**src/verilog/emem_pkg.sv**
```systemverilog
////////////////////////////////////////////////////////////////////////////
// Shared definitions for the OTP save/restore controller
// Bank geometry, marker and erased cell values, byte and address types
////////////////////////////////////////////////////////////////////////////

package emem_pkg;

  ////////////////////////////////////////////////////////////////////////////
  // Types
  ////////////////////////////////////////////////////////////////////////////

  // One memory cell
  typedef logic [7:0] em_byte_t;

  // Offset of a byte inside one bank
  typedef logic [4:0] byte_idx_t;

  // Bank number on top, byte offset below
  typedef logic [6:0] addr_t;

  ////////////////////////////////////////////////////////////////////////////
  // Geometry
  ////////////////////////////////////////////////////////////////////////////

  // Default number of banks in the array
  localparam int num_banks = 4;

  // Bytes per bank including the marker
  localparam int block_bytes = 32;

  // Payload bytes per bank, the marker takes the last slot
  localparam int data_bytes = block_bytes - 1;

  ////////////////////////////////////////////////////////////////////////////
  // Cell values
  ////////////////////////////////////////////////////////////////////////////

  // Marker of a bank whose block was programmed to the end
  localparam em_byte_t saved_byte = 8'h00;

  // Unprogrammed cell, bits can only be cleared from here
  localparam em_byte_t erased_byte = 8'hff;

endpackage

```
**src/verilog/emem_array.sv**
```systemverilog
////////////////////////////////////////////////////////////////////////////
// One-time-programmable byte array model
// Single program port that can only clear bits, registered read port
////////////////////////////////////////////////////////////////////////////

`timescale 1ns/1ps

module emem_array #(
  parameter int NUM_BANKS = emem_pkg::num_banks
) (
  input  logic               wr_clk,
  input  logic               prog_we,
  input  emem_pkg::addr_t    prog_addr,
  input  emem_pkg::em_byte_t prog_data,
  input  emem_pkg::addr_t    rd_addr,
  output emem_pkg::em_byte_t rd_data
);

  localparam int DEPTH = NUM_BANKS * emem_pkg::block_bytes;

  // Cells start erased and keep their contents through reset
  emem_pkg::em_byte_t cells [DEPTH] = '{default: emem_pkg::erased_byte};

  ////////////////////////////////////////////////////////////////////////////
  // Program port
  ////////////////////////////////////////////////////////////////////////////

  // A programmed zero never returns to one
  always_ff @(posedge wr_clk)
  begin
    if (prog_we)
      cells[prog_addr] <= cells[prog_addr] & prog_data;
  end

  ////////////////////////////////////////////////////////////////////////////
  // Read port
  ////////////////////////////////////////////////////////////////////////////

  // Data valid one cycle after the address
  always_ff @(posedge wr_clk)
  begin
    rd_data <= cells[rd_addr];
  end

endmodule

```
**src/verilog/emem_ctrl.sv**
```systemverilog
////////////////////////////////////////////////////////////////////////////
// Save/restore controller top level
// Save sequencer, OTP byte array and restore sequencer
////////////////////////////////////////////////////////////////////////////

`timescale 1ns/1ps

module emem_ctrl #(
  parameter int NUM_BANKS = emem_pkg::num_banks,
  localparam int CNT_W = $clog2(NUM_BANKS + 1)
) (
  input  logic                                          wr_clk,
  input  logic                                          reset,
  input  logic                                          rd_start,
  input  logic                                          wr_start,
  input  emem_pkg::em_byte_t [emem_pkg::data_bytes-1:0] em_data,
  output logic                                          rd_busy,
  output logic                                          wr_busy,
  output logic                                          rd_done,
  output logic                                          wr_done,
  output logic                                          init_load,
  output emem_pkg::byte_idx_t                           init_index,
  output emem_pkg::em_byte_t                            init_data,
  output logic [CNT_W-1:0]                              em_bank,
  output logic                                          em_full
);

  // Program port
  logic               prog_we;
  emem_pkg::addr_t    prog_addr;
  emem_pkg::em_byte_t prog_data;

  // Read port
  emem_pkg::addr_t    rd_addr;
  emem_pkg::em_byte_t rd_data;

  // Between the sequencers
  logic [CNT_W-1:0]   bank_count;
  logic               save_commit;

  emem_program #(
    .NUM_BANKS   (NUM_BANKS)
  ) u_program (
    .wr_clk      (wr_clk),
    .reset       (reset),
    .wr_start    (wr_start),
    .rd_start    (rd_start),
    .em_data     (em_data),
    .rd_busy     (rd_busy),
    .bank_count  (bank_count),
    .prog_we     (prog_we),
    .prog_addr   (prog_addr),
    .prog_data   (prog_data),
    .save_commit (save_commit),
    .wr_busy     (wr_busy),
    .wr_done     (wr_done)
  );

  emem_array #(
    .NUM_BANKS   (NUM_BANKS)
  ) u_array (
    .wr_clk      (wr_clk),
    .prog_we     (prog_we),
    .prog_addr   (prog_addr),
    .prog_data   (prog_data),
    .rd_addr     (rd_addr),
    .rd_data     (rd_data)
  );

  emem_restore #(
    .NUM_BANKS   (NUM_BANKS)
  ) u_restore (
    .wr_clk      (wr_clk),
    .reset       (reset),
    .rd_start    (rd_start),
    .wr_busy     (wr_busy),
    .save_commit (save_commit),
    .rd_data     (rd_data),
    .rd_addr     (rd_addr),
    .bank_count  (bank_count),
    .rd_busy     (rd_busy),
    .rd_done     (rd_done),
    .init_load   (init_load),
    .init_index  (init_index),
    .init_data   (init_data),
    .em_bank     (em_bank),
    .em_full     (em_full)
  );

endmodule

```
**src/verilog/emem_program.sv**
```systemverilog
////////////////////////////////////////////////////////////////////////////
// Save sequencer
// Latches the configuration snapshot and programs it into the next
// free bank, one byte per cycle, with the saved marker written last
////////////////////////////////////////////////////////////////////////////

`timescale 1ns/1ps

module emem_program #(
  parameter int NUM_BANKS = emem_pkg::num_banks,
  localparam int CNT_W = $clog2(NUM_BANKS + 1)
) (
  input  logic                                          wr_clk,
  input  logic                                          reset,
  input  logic                                          wr_start,
  input  logic                                          rd_start,
  input  emem_pkg::em_byte_t [emem_pkg::data_bytes-1:0] em_data,
  input  logic                                          rd_busy,
  input  logic [CNT_W-1:0]                              bank_count,
  output logic                                          prog_we,
  output emem_pkg::addr_t                               prog_addr,
  output emem_pkg::em_byte_t                            prog_data,
  output logic                                          save_commit,
  output logic                                          wr_busy,
  output logic                                          wr_done
);

  // Bank field of the array address
  localparam int BANK_W = $bits(emem_pkg::addr_t) - $bits(emem_pkg::byte_idx_t);
  localparam emem_pkg::byte_idx_t MARKER_OFF =
    emem_pkg::byte_idx_t'(emem_pkg::block_bytes - 1);

  typedef enum logic [1:0] {
    st_idle,
    st_write,
    st_commit,
    st_skip
  } state_t;

  state_t                                        state;
  logic                                          wr_accept;
  logic                                          bank_full;
  logic [BANK_W-1:0]                             wr_bank;
  emem_pkg::byte_idx_t                           wr_off;
  emem_pkg::em_byte_t [emem_pkg::data_bytes-1:0] snap;

  // Read side wins a same-cycle tie
  assign wr_accept = wr_start && !rd_start && !rd_busy && (state == st_idle);
  assign bank_full = (bank_count == CNT_W'(NUM_BANKS));

  ////////////////////////////////////////////////////////////////////////////
  // Sequencer
  ////////////////////////////////////////////////////////////////////////////

  always_ff @(posedge wr_clk or negedge reset)
  begin
    if (!reset)
    begin
      state   <= st_idle;
      wr_bank <= '0;
      wr_off  <= '0;
    end
    else
    begin
      case (state)
        st_idle:
        begin
          if (wr_accept)
          begin
            wr_bank <= bank_count[BANK_W-1:0];
            wr_off  <= '0;
            // No room left, report done without touching the array
            state   <= bank_full ? st_skip : st_write;
          end
        end
        st_write:
        begin
          if (wr_off == MARKER_OFF)
            state <= st_commit;
          else
            wr_off <= wr_off + emem_pkg::byte_idx_t'(1);
        end
        default:
        begin
          state <= st_idle;
        end
      endcase
    end
  end

  // Snapshot taken at acceptance
  always_ff @(posedge wr_clk)
  begin
    if (wr_accept)
      snap <= em_data;
  end

  ////////////////////////////////////////////////////////////////////////////
  // Array write port and status
  ////////////////////////////////////////////////////////////////////////////

  assign prog_we   = (state == st_write);
  assign prog_addr = {wr_bank, wr_off};

  // Marker goes in the last slot so a cut-short save never counts
  assign prog_data = (wr_off == MARKER_OFF) ? emem_pkg::saved_byte : snap[wr_off];

  assign save_commit = (state == st_commit);
  assign wr_done     = (state == st_commit) || (state == st_skip);
  assign wr_busy     = (state != st_idle);

endmodule

```
**src/verilog/emem_restore.sv**
```systemverilog
////////////////////////////////////////////////////////////////////////////
// Restore sequencer
// Scans bank markers to find how many blocks were saved, keeps the
// bank count, and replays the newest block as a byte stream
////////////////////////////////////////////////////////////////////////////

`timescale 1ns/1ps

module emem_restore #(
  parameter int NUM_BANKS = emem_pkg::num_banks,
  localparam int CNT_W = $clog2(NUM_BANKS + 1)
) (
  input  logic                wr_clk,
  input  logic                reset,
  input  logic                rd_start,
  input  logic                wr_busy,
  input  logic                save_commit,
  input  emem_pkg::em_byte_t  rd_data,
  output emem_pkg::addr_t     rd_addr,
  output logic [CNT_W-1:0]    bank_count,
  output logic                rd_busy,
  output logic                rd_done,
  output logic                init_load,
  output emem_pkg::byte_idx_t init_index,
  output emem_pkg::em_byte_t  init_data,
  output logic [CNT_W-1:0]    em_bank,
  output logic                em_full
);

  localparam int BANK_W = $bits(emem_pkg::addr_t) - $bits(emem_pkg::byte_idx_t);
  localparam emem_pkg::byte_idx_t MARKER_OFF =
    emem_pkg::byte_idx_t'(emem_pkg::block_bytes - 1);
  localparam emem_pkg::byte_idx_t LAST_OFF =
    emem_pkg::byte_idx_t'(emem_pkg::data_bytes - 1);

  typedef enum logic [2:0] {
    st_idle,
    st_scan_rd,
    st_scan_chk,
    st_replay,
    st_drain,
    st_done
  } state_t;

  state_t              state;
  logic                rd_accept;
  logic                marker_ok;
  logic                scan_end;
  logic [CNT_W-1:0]    scan_cnt;
  logic [CNT_W-1:0]    scan_next;
  logic [CNT_W-1:0]    found;
  logic [CNT_W-1:0]    found_last;
  logic [BANK_W-1:0]   rep_bank;
  emem_pkg::byte_idx_t rep_off;
  logic                pipe_vld;
  emem_pkg::byte_idx_t pipe_idx;

  assign rd_accept = rd_start && !wr_busy && (state == st_idle);

  // Marker check on the byte returned for bank scan_cnt
  assign marker_ok  = (rd_data == emem_pkg::saved_byte);
  assign scan_next  = scan_cnt + CNT_W'(1);
  assign scan_end   = !marker_ok || (scan_next == CNT_W'(NUM_BANKS));
  assign found      = marker_ok ? scan_next : scan_cnt;
  assign found_last = found - CNT_W'(1);

  ////////////////////////////////////////////////////////////////////////////
  // Scan and replay FSM
  ////////////////////////////////////////////////////////////////////////////

  always_ff @(posedge wr_clk or negedge reset)
  begin
    if (!reset)
    begin
      state    <= st_idle;
      scan_cnt <= '0;
      rep_bank <= '0;
      rep_off  <= '0;
    end
    else
    begin
      case (state)
        st_idle:
        begin
          if (rd_accept)
          begin
            scan_cnt <= '0;
            state    <= st_scan_rd;
          end
        end
        // Marker address out, data back next cycle
        st_scan_rd:
          state <= st_scan_chk;
        st_scan_chk:
        begin
          if (!scan_end)
          begin
            scan_cnt <= scan_next;
            state    <= st_scan_rd;
          end
          else if (found == '0)
            state <= st_done;
          else
          begin
            rep_bank <= found_last[BANK_W-1:0];
            rep_off  <= '0;
            state    <= st_replay;
          end
        end
        st_replay:
        begin
          if (rep_off == LAST_OFF)
            state <= st_drain;
          else
            rep_off <= rep_off + emem_pkg::byte_idx_t'(1);
        end
        // Wait for the last read to leave the pipeline
        st_drain:
        begin
          if (!pipe_vld)
            state <= st_done;
        end
        default:
          state <= st_idle;
      endcase
    end
  end

  ////////////////////////////////////////////////////////////////////////////
  // Bank count
  ////////////////////////////////////////////////////////////////////////////

  always_ff @(posedge wr_clk or negedge reset)
  begin
    if (!reset)
      bank_count <= '0;
    else if ((state == st_scan_chk) && scan_end)
      bank_count <= found;
    else if (save_commit)
      bank_count <= bank_count + CNT_W'(1);
  end

  ////////////////////////////////////////////////////////////////////////////
  // Replay pipeline
  ////////////////////////////////////////////////////////////////////////////

  // Valid bits follow the read address by one and two cycles
  always_ff @(posedge wr_clk or negedge reset)
  begin
    if (!reset)
    begin
      pipe_vld  <= 1'b0;
      init_load <= 1'b0;
    end
    else
    begin
      pipe_vld  <= (state == st_replay);
      init_load <= pipe_vld;
    end
  end

  always_ff @(posedge wr_clk)
  begin
    pipe_idx   <= rep_off;
    init_index <= pipe_idx;
    init_data  <= rd_data;
  end

  // New address every cycle, marker slot outside replay
  assign rd_addr = (state == st_replay) ? {rep_bank, rep_off} :
                                          {scan_cnt[BANK_W-1:0], MARKER_OFF};

  assign rd_busy = (state != st_idle);
  assign rd_done = (state == st_done);
  assign em_bank = bank_count;
  assign em_full = (bank_count == CNT_W'(NUM_BANKS));

endmodule
```
**config.mk**
```make
export PLATFORM = sky130hd
export DESIGN_NAME = emem_ctrl
export DESIGN_NICKNAME = d
export VERILOG_FILES = /design/src/verilog/emem_pkg.sv /design/src/verilog/emem_array.sv /design/src/verilog/emem_ctrl.sv /design/src/verilog/emem_program.sv /design/src/verilog/emem_restore.sv
export SDC_FILE = /design/constraint.sdc
export NUM_CORES = 2
export LEC_CHECK = 0
export BUFFER_PORTS_ARGS = -buffer_cell sky130_fd_sc_hd__buf_2
export CAP_MARGIN = 0
export CORE_ASPECT_RATIO = 2
export CORE_MARGIN = 4
export CORE_UTILIZATION = 48
export DETAILED_ROUTE_END_ITERATION = 8
export SLEW_MARGIN = 30
export SYNTH_ARGS = -nofsm -noshare
export SYNTH_HDL_FRONTEND = slang
export SYNTH_SLANG_ARGS = --single-unit
```
**constraint.sdc**
```tcl
create_clock -name wr_clk -period 25.8 [get_ports wr_clk]
set_clock_uncertainty 0.15 [all_clocks]
set_input_delay 1.29 -clock wr_clk [delete_from_list [all_inputs] [get_ports wr_clk]]
set_output_delay 1.29 -clock wr_clk [all_outputs]
set_load 0.05 [all_outputs]
```
==> qor.txt <==
detail-routed net length per standard cell -> 40.6 um
Final Slew Violations -> 0
NetSw -> 3.54 mW
CP Cell Sequence -> buf_4 -> buf_4 -> nor3b_4 -> buf_4 -> buf_4 -> a221oi_1 -> a31oi_1 -> nor4_1 -> nand2_1 -> o311a_4 -> buf_4
vias in the first global route -> 44,100
CTS buffer count -> 114
Synth Area in Simple Gates -> 7.74%
xor and xnor fraction of the mapped netlist area -> 0.119%
Sw Share -> 41.9%
Largest stage delay, worst path -> 0.75 ns
global-route wire length before repair -> 342,000 um
Via density -> 7.38
filler instances -> 10,100
I/O Buffers -> 273
post-layout util -> 54.4%
post-CTS resize count -> 0
Synth top area share -> 64.8%
worst hold path type -> reg -> reg
largest net degree at the start of global routing -> 137
Power Dens Cells -> 127 nW/um2
layout cell share with drive strength beyond 1 -> 19.2%
post-CTS setup buffer count -> 0
width of the die -> 256 um
CP Max Fanout -> 76
Row Count -> 181
mux cell area share after synthesis -> 5.68%
CTS Root Buffer Type -> clkbuf_16
clk buf depth -> 3
Final Cycle Share -> 25.0%
Primary FF master, synth -> edfxtp_1
commonest non-fill, non-tap cell in the layout -> edfxtp_1
slowest CP cell -> buf_4
die area -> 129,000 um2
Synth Area in Compound Gates -> 16.1%
min cycle time layout -> 6.46 ns
relative slew slack -> 21.1%
Max Cap Viol -> 0
HP Start -> u_restore.pipe_idx[4]$_DFF_P_
cell taking the most area after synthesis -> edfxtp_1
Placer Congestion -> 1.03
commonest cells after routing, fill and taps aside -> edfxtp_1, nand2_1, a22oi_1, buf_2, mux2i_1
NumNets Final -> 4,762
fmax -> 0.155 GHz
adder-cell share of the synthesized area -> 0.191%
clock group share of total power -> 21.8%
Inst Count DP -> 5,937
htree depth -> 3
Finished Layout Cells -> 6,171
gr ovfl total -> 0
RSZ-0062 raised after global routing -> no
antenna violations before repair -> 23
io pins -> 274
P_leak -> 21.5 nW
Avg Cell Area, Syn -> 13.7 um2
Mapped Area -> 58,900 um2
# setup viols final -> 0
Vias -> 45,600
CTS Sinks -> 1,325
GRT Total Usage -> 37.8%
Gate Count Post-Synth -> 4,311
CP startpoint kind -> flop
Slew @ Worst Pin -> 1.18 ns
CP most frequent cell -> buf_4
Net Count, Synth -> 4,572
Required @ worst endpoint -> 26.05 ns
setup TNS -> 0 ns
hpwl dp -> 161,000 um
clock-pin slew on the worst setup and hold paths -> 0.07 ns
Final Hold Viols -> 0
clk_lat worst skew -> 0.78 ns
status -> finished, final reports clean
Critical path origin -> u_program.wr_off[0]$_DFFE_PN0P_
Async S/R FF share, synth -> 2.04%
first drt pass iteration count -> 9
top area cells in the synthesized netlist -> edfxtp_1, a22oi_1, mux2i_1, nand2_1, o221ai_1
Setup CP Type -> reg -> reg
WHS -> 0.179 ns
combinational fraction of design power -> 40.0%
FF+latch count, synth -> 1,325
VDD IR-drop max -> 0.118 mV
number of flops mapped to enable cells by yosys -> 1,272
Layout area overhead -> 12.5%
Initial DRC Count -> 7,219
Reg power frac -> 38.1%
WP data arrival -> 6.71 ns
R2R Path Start -> u_program.wr_off[0]$_DFFE_PN0P_
# DRC -> 0
Detailed Route WL -> 250,000 um
largest family of logic cells by synthesized area -> compound AO/OA/AOI/OAI gates
die height -> 504 um
YS warnings -> 0
CTS tree -> built
ANT nets after route -> 0
Seq/Total Area, Yosys -> 66.8%
Post-CTS Hold Buffers -> 0
Power Internal -> 4.90 mW
Synth cell types -> 87
Starting Density -> 48.4%
core footprint -> 122,000 um2
crit end category -> flop
==> path summary, 6_finish.rpt <==
path                       cells past startpoint  slack, ns                              end
max                                           11      19.34   u_array.cells[37][4]$_DFFE_PP_
min                                            0       0.18  u_restore.init_index[4]$_DFF_P_
max reg2reg                                   11      19.34   u_array.cells[37][4]$_DFFE_PP_
min reg2reg                                    0       0.18  u_restore.init_index[4]$_DFF_P_
max in group asynchronous                      1      24.39  u_program.wr_off[0]$_DFFE_PN0P_
min in group asynchronous                      1       0.46    u_restore.init_load$_DFF_PN0_
==> metrics by stage <==
step                worst slack [ns]  cell area [um2]  power [mW]
floorplan                      16.08            58900        5.06
global placement               19.50            61900        6.42
detailed placement             19.66            62200        6.46
CTS                            19.66            66100        8.26
global route                   19.45            66300        8.56
finish                         19.34            66300        8.44
==> cell families (layout without fill, tap and decap cells) <==
logic type,after synthesis,in the layout
flip-flops,1325,1325
AO/OA/AOI/OAI,1273,1273
AND/OR/NAND/NOR,1018,1018
buffers and inverters,384,670
multiplexers,294,294
adder cells (fa/ha/maj),9,9
XOR/XNOR,8,8
other,0,19
==> worst max-delay path, delay by kind of cell (launching register included) <==
family | cells | cell delay (ns)
and+or+nand+nor | 3 | 0.76
AOI/OAI and AO/OA | 3 | 1.54
buffers and inverters | 5 | 2.76
DFF | 1 | 0.64
==> area by class of cell <==
| type | instances | area, um2 | area share, % |
|---|---|---|---|
| timing repair buffer | 441 | 2720 | 4.10 |
| sequential | 1325 | 39400 | 59.5 |
| clock inverter | 72 | 820 | 1.24 |
| clock buffer | 140 | 3130 | 4.72 |
| inverter | 17 | 63.8 | 0.0963 |
| multi-input combinational | 2602 | 18200 | 27.4 |
| tap | 1555 | 1950 | 2.93 |
| antenna | 19 | 47.5 | 0.0717 |
==> flip-flops by register name, summed over array words and instances, names as in the netlist, 5 cells and up <==
register and flops:
u_array.cells 1024, u_array.rd_data 8, u_program.snap 248, u_program.wr_off 5
u_restore.init_data 8, u_restore.init_index 5, u_restore.pipe_idx 5, u_restore.rep_off 5
==> power groups by stage <==
stage / Clock, mW / Combinational [mW] / Sequential, mW
6_report: 1.84 / 3.38 / 3.22
5_1_grt: 1.93 / 3.40 / 3.22
4_1_cts: 1.84 / 3.21 / 3.21
3_5_place_dp: 0 / 3.20 / 3.26
3_3_place_gp: 0 / 3.16 / 3.26
2_1_floorplan: 0 / 1.72 / 3.34
==> cell usage after synthesis (74+ instances only) <==
library cell,number
nor2_1,208
a22oi_1,339
mux2_2,74
a31oi_1,86
nand2_1,489
a21oi_1,113
mux2i_1,195
a221oi_1,116
edfxtp_1,1272
clkbuf_1,109
buf_2,182
o221ai_1,129
o21ai_0,124
nand3_1,156
==> layer usage <==
layer,routed length (um),vias up,track usage (%)
met3,28900,1247,10.2
li1,-,17800,-
met4,28900,14,34.5
met1,75500,22400,40.2
met5,96,-,0
met2,117000,4058,61.3
No activity file was read; power rests on OpenSTA's default activity.
